[config.mk]
export PLATFORM = sky130hd
export DESIGN_NAME = memory_control_flat
export DESIGN_NICKNAME = d
export VERILOG_FILES = /design/src/verilog/cpu_types_pkg.sv /design/src/verilog/cache_control_if.sv /design/src/verilog/ram_if.sv /design/src/verilog/memory_control.sv /design/src/flat_wrapper.sv
export SDC_FILE = /design/constraint.sdc
export NUM_CORES = 1
export LEC_CHECK = 0
export ABC_AREA = 0
export BUFFER_PORTS_ARGS = -buffer_cell sky130_fd_sc_hd__buf_2
export CORE_AREA = 2 2 194 196
export DETAILED_ROUTE_END_ITERATION = 10
export DIE_AREA = 0 0 196 198
export PLACE_DENSITY = 0.42
export SKIP_CTS_REPAIR_TIMING = 1
export SYNTH_ARGS = -nofsm -noshare
export SYNTH_HDL_FRONTEND = slang
export SYNTH_SLANG_ARGS = --single-unit
export TNS_END_PERCENT = 10
[constraint.sdc]
create_clock -name CLK -period 2.25 [get_ports CLK]
set_clock_uncertainty 0.15 [all_clocks]
set_input_delay 0.3375 -clock CLK [delete_from_list [all_inputs] [get_ports CLK]]
set_output_delay 0.3375 -clock CLK [all_outputs]
set_load 0.01 [all_outputs]
[src/verilog/cpu_types_pkg.sv]
`default_nettype none

package cpu_types_pkg;

  // data and address word
  typedef logic [31:0] word_t;

  // core count, round-robin bit is one bit wide
  localparam int CPUS = 2;

  // ram wait states before the access cycle
  localparam int RAM_LATENCY = 2;

  // ram depth in words, upper address bits ignored
  localparam int RAM_WORDS = 256;

  // word index width inside the ram
  localparam int RAM_INDEX_W = $clog2(RAM_WORDS);

  // ram handshake state seen by the controller
  typedef enum logic [1:0]
  {
    FREE,
    BUSY,
    ACCESS,
    ERROR
  } ramstate_t;

  // bus arbitration and coherence states
  typedef enum logic [3:0]
  {
    IDLE,
    INSTRUCTION,
    STORE_1,
    STORE_2,
    LOAD_1,
    LOAD_2,
    ARBITRATE,
    SNOOP,
    CACHE_1,
    CACHE_2
  } bus_state_t;

endpackage

`default_nettype wire

[src/verilog/cache_control_if.sv]
`timescale 1ns/1ps
`default_nettype none

interface cache_control_if;
  import cpu_types_pkg::*;

  // requests from the cores, one bit per core
  logic [CPUS-1:0] iREN;
  logic [CPUS-1:0] dREN;
  logic [CPUS-1:0] dWEN;
  word_t [CPUS-1:0] iaddr;
  word_t [CPUS-1:0] daddr;
  word_t [CPUS-1:0] dstore;

  // coherence requests from the caches
  logic [CPUS-1:0] ccwrite;
  logic [CPUS-1:0] cctrans;

  // replies from the bus controller
  logic [CPUS-1:0] iwait;
  logic [CPUS-1:0] dwait;
  word_t [CPUS-1:0] iload;
  word_t [CPUS-1:0] dload;

  // coherence replies, snoop address is the requester's daddr
  logic [CPUS-1:0] ccwait;
  logic [CPUS-1:0] ccinv;
  word_t [CPUS-1:0] ccsnoopaddr;

  // bus controller side
  modport cc
  (
    input  iREN, dREN, dWEN, iaddr, daddr, dstore,
    input  ccwrite, cctrans,
    output iwait, dwait, iload, dload,
    output ccwait, ccinv, ccsnoopaddr
  );

  // core and cache side
  modport core
  (
    output iREN, dREN, dWEN, iaddr, daddr, dstore,
    output ccwrite, cctrans,
    input  iwait, dwait, iload, dload,
    input  ccwait, ccinv, ccsnoopaddr
  );

endinterface

`default_nettype wire

[src/verilog/ram_if.sv]
`timescale 1ns/1ps
`default_nettype none

interface ram_if;
  import cpu_types_pkg::*;

  // one word per request, held until ACCESS
  logic ramREN;
  logic ramWEN;
  word_t ramaddr;
  word_t ramstore;

  // read data and handshake state back from the ram
  word_t ramload;
  ramstate_t ramstate;

  modport controller
  (
    output ramREN, ramWEN, ramaddr, ramstore,
    input  ramload, ramstate
  );

  modport ram
  (
    input  ramREN, ramWEN, ramaddr, ramstore,
    output ramload, ramstate
  );

endinterface

`default_nettype wire

[src/verilog/memory_control.sv]
`timescale 1ns/1ps
`default_nettype none

module memory_control
(
  input logic CLK,
  input logic nRST,
  cache_control_if.cc ccif,
  ram_if.controller ramif
);
  import cpu_types_pkg::*;

  bus_state_t state, next_state;

  // least recently served core wins ties
  logic cpu_lru, next_cpu_lru;

  // requester of a read miss and the core it snoops
  logic snooper, next_snooper;
  logic snoopy, next_snoopy;

  // per request kind, the core that gets the grant
  logic i_sel;
  logic st_sel;
  logic rd_sel;
  logic tr_sel;
  logic ram_done;

  assign i_sel = ccif.iREN[cpu_lru] ? cpu_lru : ~cpu_lru;
  assign st_sel = ccif.dWEN[cpu_lru] ? cpu_lru : ~cpu_lru;
  assign rd_sel = ccif.dREN[cpu_lru] ? cpu_lru : ~cpu_lru;
  assign tr_sel = ccif.cctrans[cpu_lru] ? cpu_lru : ~cpu_lru;
  assign ram_done = (ramif.ramstate == ACCESS);

  always_ff @(posedge CLK, negedge nRST)
  begin
    if (!nRST)
    begin
      state <= IDLE;
      cpu_lru <= 1'b0;
      snooper <= 1'b0;
      snoopy <= 1'b1;
    end
    else
    begin
      state <= next_state;
      cpu_lru <= next_cpu_lru;
      snooper <= next_snooper;
      snoopy <= next_snoopy;
    end
  end

  // next state
  always_comb
  begin
    next_state = state;
    next_snooper = snooper;
    next_snoopy = snoopy;
    case (state)
      IDLE:
      begin
        // stores drain first
        if (|ccif.dWEN)
          next_state = STORE_1;
        else if (|ccif.cctrans || |ccif.dREN)
          next_state = ARBITRATE;
        else if (|ccif.iREN)
          next_state = INSTRUCTION;
      end
      INSTRUCTION:
      begin
        if (ram_done || !(|ccif.iREN))
          next_state = IDLE;
      end
      STORE_1:
      begin
        if (!(|ccif.dWEN))
          next_state = IDLE;
        else if (ram_done)
          next_state = STORE_2;
      end
      STORE_2:
      begin
        if (ram_done || !(|ccif.dWEN))
          next_state = IDLE;
      end
      ARBITRATE:
      begin
        // a read picks its snoop pair, an upgrade finishes here
        if (|ccif.dREN)
        begin
          next_state = SNOOP;
          next_snooper = rd_sel;
          next_snoopy = ~rd_sel;
        end
        else
          next_state = IDLE;
      end
      SNOOP:
      begin
        // other cache answers with cctrans on a hit
        if (ccif.cctrans[snoopy])
          next_state = CACHE_1;
        else
          next_state = LOAD_1;
      end
      CACHE_1:
        if (ram_done) next_state = CACHE_2;
      CACHE_2:
        if (ram_done) next_state = IDLE;
      LOAD_1:
        if (ram_done) next_state = LOAD_2;
      LOAD_2:
        if (ram_done) next_state = IDLE;
      default:
        next_state = IDLE;
    endcase
  end

  // outputs and round-robin update
  always_comb
  begin
    ccif.iwait = '1;
    ccif.dwait = '1;
    ccif.iload = '0;
    ccif.dload = '0;
    ccif.ccwait = '0;
    ccif.ccinv = '0;
    ccif.ccsnoopaddr = '0;
    ramif.ramREN = 1'b0;
    ramif.ramWEN = 1'b0;
    ramif.ramaddr = '0;
    ramif.ramstore = '0;
    next_cpu_lru = cpu_lru;
    case (state)
      INSTRUCTION:
      begin
        if (|ccif.iREN)
        begin
          ramif.ramREN = 1'b1;
          ramif.ramaddr = ccif.iaddr[i_sel];
          ccif.iload[i_sel] = ramif.ramload;
          if (ram_done)
          begin
            ccif.iwait[i_sel] = 1'b0;
            next_cpu_lru = ~i_sel;
          end
        end
      end
      STORE_1, STORE_2:
      begin
        if (|ccif.dWEN)
        begin
          ramif.ramWEN = 1'b1;
          ramif.ramaddr = ccif.daddr[st_sel];
          ramif.ramstore = ccif.dstore[st_sel];
          // hold off the other cache while the block is written
          ccif.ccwait[~st_sel] = 1'b1;
          if (ram_done)
          begin
            ccif.dwait[st_sel] = 1'b0;
            // grant ends after the second word
            if (state == STORE_2)
              next_cpu_lru = ~st_sel;
          end
        end
      end
      ARBITRATE:
      begin
        if (|ccif.dREN)
        begin
          ccif.ccwait[~rd_sel] = 1'b1;
          next_cpu_lru = ~rd_sel;
        end
        else if (|ccif.cctrans)
        begin
          // shared line written, invalidate the other copy
          ccif.ccinv[~tr_sel] = 1'b1;
          ccif.ccsnoopaddr[~tr_sel] = ccif.daddr[tr_sel];
          ccif.dwait[tr_sel] = 1'b0;
          next_cpu_lru = ~tr_sel;
        end
      end
      SNOOP:
      begin
        ccif.ccwait[snoopy] = 1'b1;
        ccif.ccsnoopaddr[snoopy] = ccif.daddr[snooper];
      end
      CACHE_1, CACHE_2:
      begin
        ccif.ccwait[snoopy] = 1'b1;
        ccif.ccsnoopaddr[snoopy] = ccif.daddr[snooper];
        // cache to cache transfer, ram written back in the same word
        ccif.dload[snooper] = ccif.dstore[snoopy];
        ccif.ccinv[snoopy] = ccif.ccwrite[snooper];
        ramif.ramWEN = 1'b1;
        ramif.ramaddr = ccif.daddr[snooper];
        ramif.ramstore = ccif.dstore[snoopy];
        if (ram_done)
        begin
          ccif.dwait[snooper] = 1'b0;
          ccif.dwait[snoopy] = 1'b0;
        end
      end
      LOAD_1, LOAD_2:
      begin
        ccif.ccsnoopaddr[snoopy] = ccif.daddr[snooper];
        ccif.ccinv[snoopy] = ccif.ccwrite[snooper];
        ramif.ramREN = 1'b1;
        ramif.ramaddr = ccif.daddr[snooper];
        ccif.dload[snooper] = ramif.ramload;
        if (ram_done)
          ccif.dwait[snooper] = 1'b0;
      end
      default:
      begin
      end
    endcase
  end

  // one ram operation at a time
  a_ram_one_op: assert property (@(posedge CLK) disable iff (!nRST)
    !(ramif.ramREN && ramif.ramWEN));

  // only one fetch granted per cycle
  a_one_iwait: assert property (@(posedge CLK) disable iff (!nRST)
    ccif.iwait != 2'b00);

  // data words complete only on a ram access or an upgrade
  a_dwait_src: assert property (@(posedge CLK) disable iff (!nRST)
    (ccif.dwait != 2'b11) |-> (ram_done || state == ARBITRATE));

endmodule

`default_nettype wire

[src/flat_wrapper.sv]
// flat-port wrapper written by rule: the top's interface ports become plain ports
module memory_control_flat import cpu_types_pkg::*;
  (CLK, nRST, ccif_iREN, ccif_dREN, ccif_dWEN, ccif_iaddr, ccif_daddr, ccif_dstore, ccif_ccwrite, ccif_cctrans, ccif_iwait, ccif_dwait, ccif_iload, ccif_dload, ccif_ccwait, ccif_ccinv, ccif_ccsnoopaddr, ramif_ramREN, ramif_ramWEN, ramif_ramaddr, ramif_ramstore, ramif_ramload, ramif_ramstate);
  cache_control_if ccif_i ();
  ram_if ramif_i ();
  input logic CLK;
  input logic nRST;
  input wire logic [$bits(ccif_i.iREN)-1:0] ccif_iREN;
  input wire logic [$bits(ccif_i.dREN)-1:0] ccif_dREN;
  input wire logic [$bits(ccif_i.dWEN)-1:0] ccif_dWEN;
  input wire logic [$bits(ccif_i.iaddr)-1:0] ccif_iaddr;
  input wire logic [$bits(ccif_i.daddr)-1:0] ccif_daddr;
  input wire logic [$bits(ccif_i.dstore)-1:0] ccif_dstore;
  input wire logic [$bits(ccif_i.ccwrite)-1:0] ccif_ccwrite;
  input wire logic [$bits(ccif_i.cctrans)-1:0] ccif_cctrans;
  output wire logic [$bits(ccif_i.iwait)-1:0] ccif_iwait;
  output wire logic [$bits(ccif_i.dwait)-1:0] ccif_dwait;
  output wire logic [$bits(ccif_i.iload)-1:0] ccif_iload;
  output wire logic [$bits(ccif_i.dload)-1:0] ccif_dload;
  output wire logic [$bits(ccif_i.ccwait)-1:0] ccif_ccwait;
  output wire logic [$bits(ccif_i.ccinv)-1:0] ccif_ccinv;
  output wire logic [$bits(ccif_i.ccsnoopaddr)-1:0] ccif_ccsnoopaddr;
  output wire logic [$bits(ramif_i.ramREN)-1:0] ramif_ramREN;
  output wire logic [$bits(ramif_i.ramWEN)-1:0] ramif_ramWEN;
  output wire logic [$bits(ramif_i.ramaddr)-1:0] ramif_ramaddr;
  output wire logic [$bits(ramif_i.ramstore)-1:0] ramif_ramstore;
  input wire logic [$bits(ramif_i.ramload)-1:0] ramif_ramload;
  input wire logic [$bits(ramif_i.ramstate)-1:0] ramif_ramstate;
  assign ccif_i.iREN = ccif_iREN;
  assign ccif_i.dREN = ccif_dREN;
  assign ccif_i.dWEN = ccif_dWEN;
  assign ccif_i.iaddr = ccif_iaddr;
  assign ccif_i.daddr = ccif_daddr;
  assign ccif_i.dstore = ccif_dstore;
  assign ccif_i.ccwrite = ccif_ccwrite;
  assign ccif_i.cctrans = ccif_cctrans;
  assign ccif_iwait = ccif_i.iwait;
  assign ccif_dwait = ccif_i.dwait;
  assign ccif_iload = ccif_i.iload;
  assign ccif_dload = ccif_i.dload;
  assign ccif_ccwait = ccif_i.ccwait;
  assign ccif_ccinv = ccif_i.ccinv;
  assign ccif_ccsnoopaddr = ccif_i.ccsnoopaddr;
  assign ramif_ramREN = ramif_i.ramREN;
  assign ramif_ramWEN = ramif_i.ramWEN;
  assign ramif_ramaddr = ramif_i.ramaddr;
  assign ramif_ramstore = ramif_i.ramstore;
  assign ramif_i.ramload = ramif_ramload;
  assign ramif_i.ramstate = ramif_ramstate;
  memory_control u_core (.CLK(CLK), .nRST(nRST), .ccif(ccif_i), .ramif(ramif_i));
endmodule
==> qor.yml <==
run_status:
  status: "finished, violations left"
  violations: "setup timing"
finish:
  final_cell_count_no_fill: 1684
  nNetsFinal: 1446
  drive_gt1_share_pct: 59.8
  post-route-util_pct: 23.6
  area_growth_syn_to_layout_pct: 119
clock_tree:
  htree_levels: 1
  clk_latency_ns: 0.24
  clk_path_buf_depth: 2
  clk_pin_slew_worst_paths_ns: 0.04
  cts_root_buf: "clkbuf_16"
  cts.sinks: 7
  cts_tree: "built"
  cts_buffers: 3
setup_path:
  end_kind: "primary output"
  worstPathMaxFanout: 17
  arrival_ns: 2.14
  worstSetupStartpoint: "u_core.state[3]"
  path_class: "register to primary output"
  r2r-end: "u_core.state[0]"
  worst_setup_path_start_kind: "register"
  r2r-start: "u_core.state[3]"
  rr_worst_depth: 9
  worstPathRequired_ns: 1.76
  ff2ff_setup_slack_ns: -0.02
  setup.worst_path.end: "ramif_ramaddr[13]"
power_and_ir_drop:
  power_frac_seq_pct: 3.4
  power_frac_comb_pct: 92.7
  design_power_total_mw: 8.01
  swShare_pct: 51.7
  p_sw_mw: 4.14
  clkPwrFrac_pct: 3.9
  vdd_drop_max_v: 0.000279
  p_leak_nw: 4.90
  p_int_mw: 3.87
  powerDensity_nw_per_um2: 917
synth:
  async_flop_share_pct: 100
  ys_types: 54
  synth_edf_count: 0
  synth.most_common_cell: "nor2_1"
  syn_area_um2: 3990
  ys_warn_count: 0
  yosysTopAreaCell: "a22o_1"
  syn_inst: 629
  synth_area_per_cell_um2: 6.34
  synth_top_area_share_pct: 21.1
  synth_ff_type: "dfrtp_1"
  synth_seq_cells: 7
  syn-num-nets: 867
  synth_area_leaders: "a22o_1 21%, and2_1 10%, nor2_1 9.7%"
  synthTopCellsByCount: "103 x nor2_1, 96 x a22o_1, 87 x nand2_1, 73 x a21oi_1, 64 x and2_1"
  yosysSeqAreaShare_pct: 4.42
detailed_routing:
  ant_nets: 0
  dr.pass1.iters: 5
  drcViolationCount: 0
  wl_per_cell_um: 19.8
  drt_wl_total_mm: 33.3
  dr_total_vias: 7446
  viasPerCell: 4.42
  drt_iter0_drc: 303
sta:
  drv_slew: 0
  rsz0062_at_grt: "yes"
  slew_headroom_pct: 70.8
  fmax_mhz: 381
  finalCritPeriodShare_pct: 117
  worstMarginPinSlew_ns: 0.434
  period_minus_slack_ns: 2.62
  finalHoldViolCount: 0
  fin_tns_setup_ns: -59.21
  setup_viol: 263
  setup_ws_ns: -0.375
run:
  maxCapViolations: 0
global_routing:
  track_usage_pct: 15.0
  grt-ovfl-total: 0
  antenna_found_initial: 4
  grt_pass1_vias: 7086
  grt_pass1_wl_mm: 43.9
  grt_max_degree: 33
floorplanning:
  die_y_um: 198
  boundaryPins: 504
  initial_core_util_pct: 10.8
  coreArea_um2: 37000
  die_area_um2: 38800
  rows: 71
  die_w_um: 196
place:
  dp.cells: 1653
  place_congestion: 0.875
  dp_hpwl_mm: 27.5
  io_buffers: 503
  dp_slack_ns: -0.303
min_path:
  hold_class: "input port to async pin"
[per-stage QoR]
step	area, um2	hold slack (ns)
2_1_floorplan	3990	-0.108
3_3_place_gp	8020	0.0456
3_5_place_dp	8020	0.0444
4_1_cts	8100	-0.206
5_1_grt	8730	0.361
6_report	8730	0.330
[power by group through the flow]
stage	sequential, mW	combinational [mW]	clock (mW)
5_1_grt	0.281	7.94	0.321
3_3_place_gp	0.266	6.82	0
3_5_place_dp	0.265	6.80	0
2_1_floorplan	0.234	3.33	0
6_report	0.271	7.42	0.315
4_1_cts	0.265	6.83	0.319
[cells in the final DEF (no fill, tap or decap), types with 5 or more instances in the layout]
cell type  synthesis  layout
a21oi_1           73      41
a21oi_2            1      31
a221o_1           32      32
a22o_1            96      94
and2_1            64      64
buf_12             0      28
buf_2             33     493
buf_4              1      94
buf_6              3      16
clkbuf_16          0       7
dfrtp_1            6       5
inv_1              5       5
mux2i_1           35      34
nand2_1           87      83
nor2_1           103      84
nor2_2             0      19
o21ai_0            9       9
[area by class of cell]
cell class	count	area, um2
fillers	4190	28200
repair buffers	637	4040
multi-input cells	553	3810
well taps	474	593
flip-flops and latches	7	178
clock buffers	4	78.8
inverters	6	22.5
diodes	3	7.51
[routing by layer]
layer,vias up,share of wire [%],track usage [%]
met2,432,49,27.4
met3,56,6.4,1.75
met1,3483,41,18.1
li1,3473,-,-
met5,-,0.039,0
met4,2,3.9,5.72
[flip-flops by register name, summed over array words and instances (netlist names)]
| name | flops |
|---|---|
| u_core.cpu_lru | 1 |
| u_core.state | 4 |
| u_core.snoopy | 1 |
| u_core.snooper | 1 |
[how the worst min path moves through the flow]
stage	start	end	slack, ns
floorplan	nRST	u_core.cpu_lru	-0.11
global placement	nRST	u_core.state[1]	0.05
detailed placement	nRST	u_core.state[1]	0.04
CTS	nRST	u_core.state[0]	-0.21
global route	nRST	u_core.state[0]	0.36
finish	nRST	u_core.state[0]	0.33
[kinds of logic (layout without fill, tap and decap cells)]
group	Yosys count	in the layout	synth area share [%]
other	0	3	0
and+or+nand+nor	279	279	32.2
xor gates and xnor gates	1	1	0.220
DFF	7	7	4.42
buffers and inverters	69	647	8.18
muxes	37	37	9.34
AOI/OAI and AO/OA	236	236	45.6
[worst max-delay path: stages (launching register included)]
cell	delay [ns]
dfrtp_1	0.42
buf_4	0.18
nor3b_4	0.29
nand3_4	0.17
nand2_2	0.14
buf_12	0.17
a221o_1	0.33
buf_2	0.19
(Power assumes the default switching activity.)
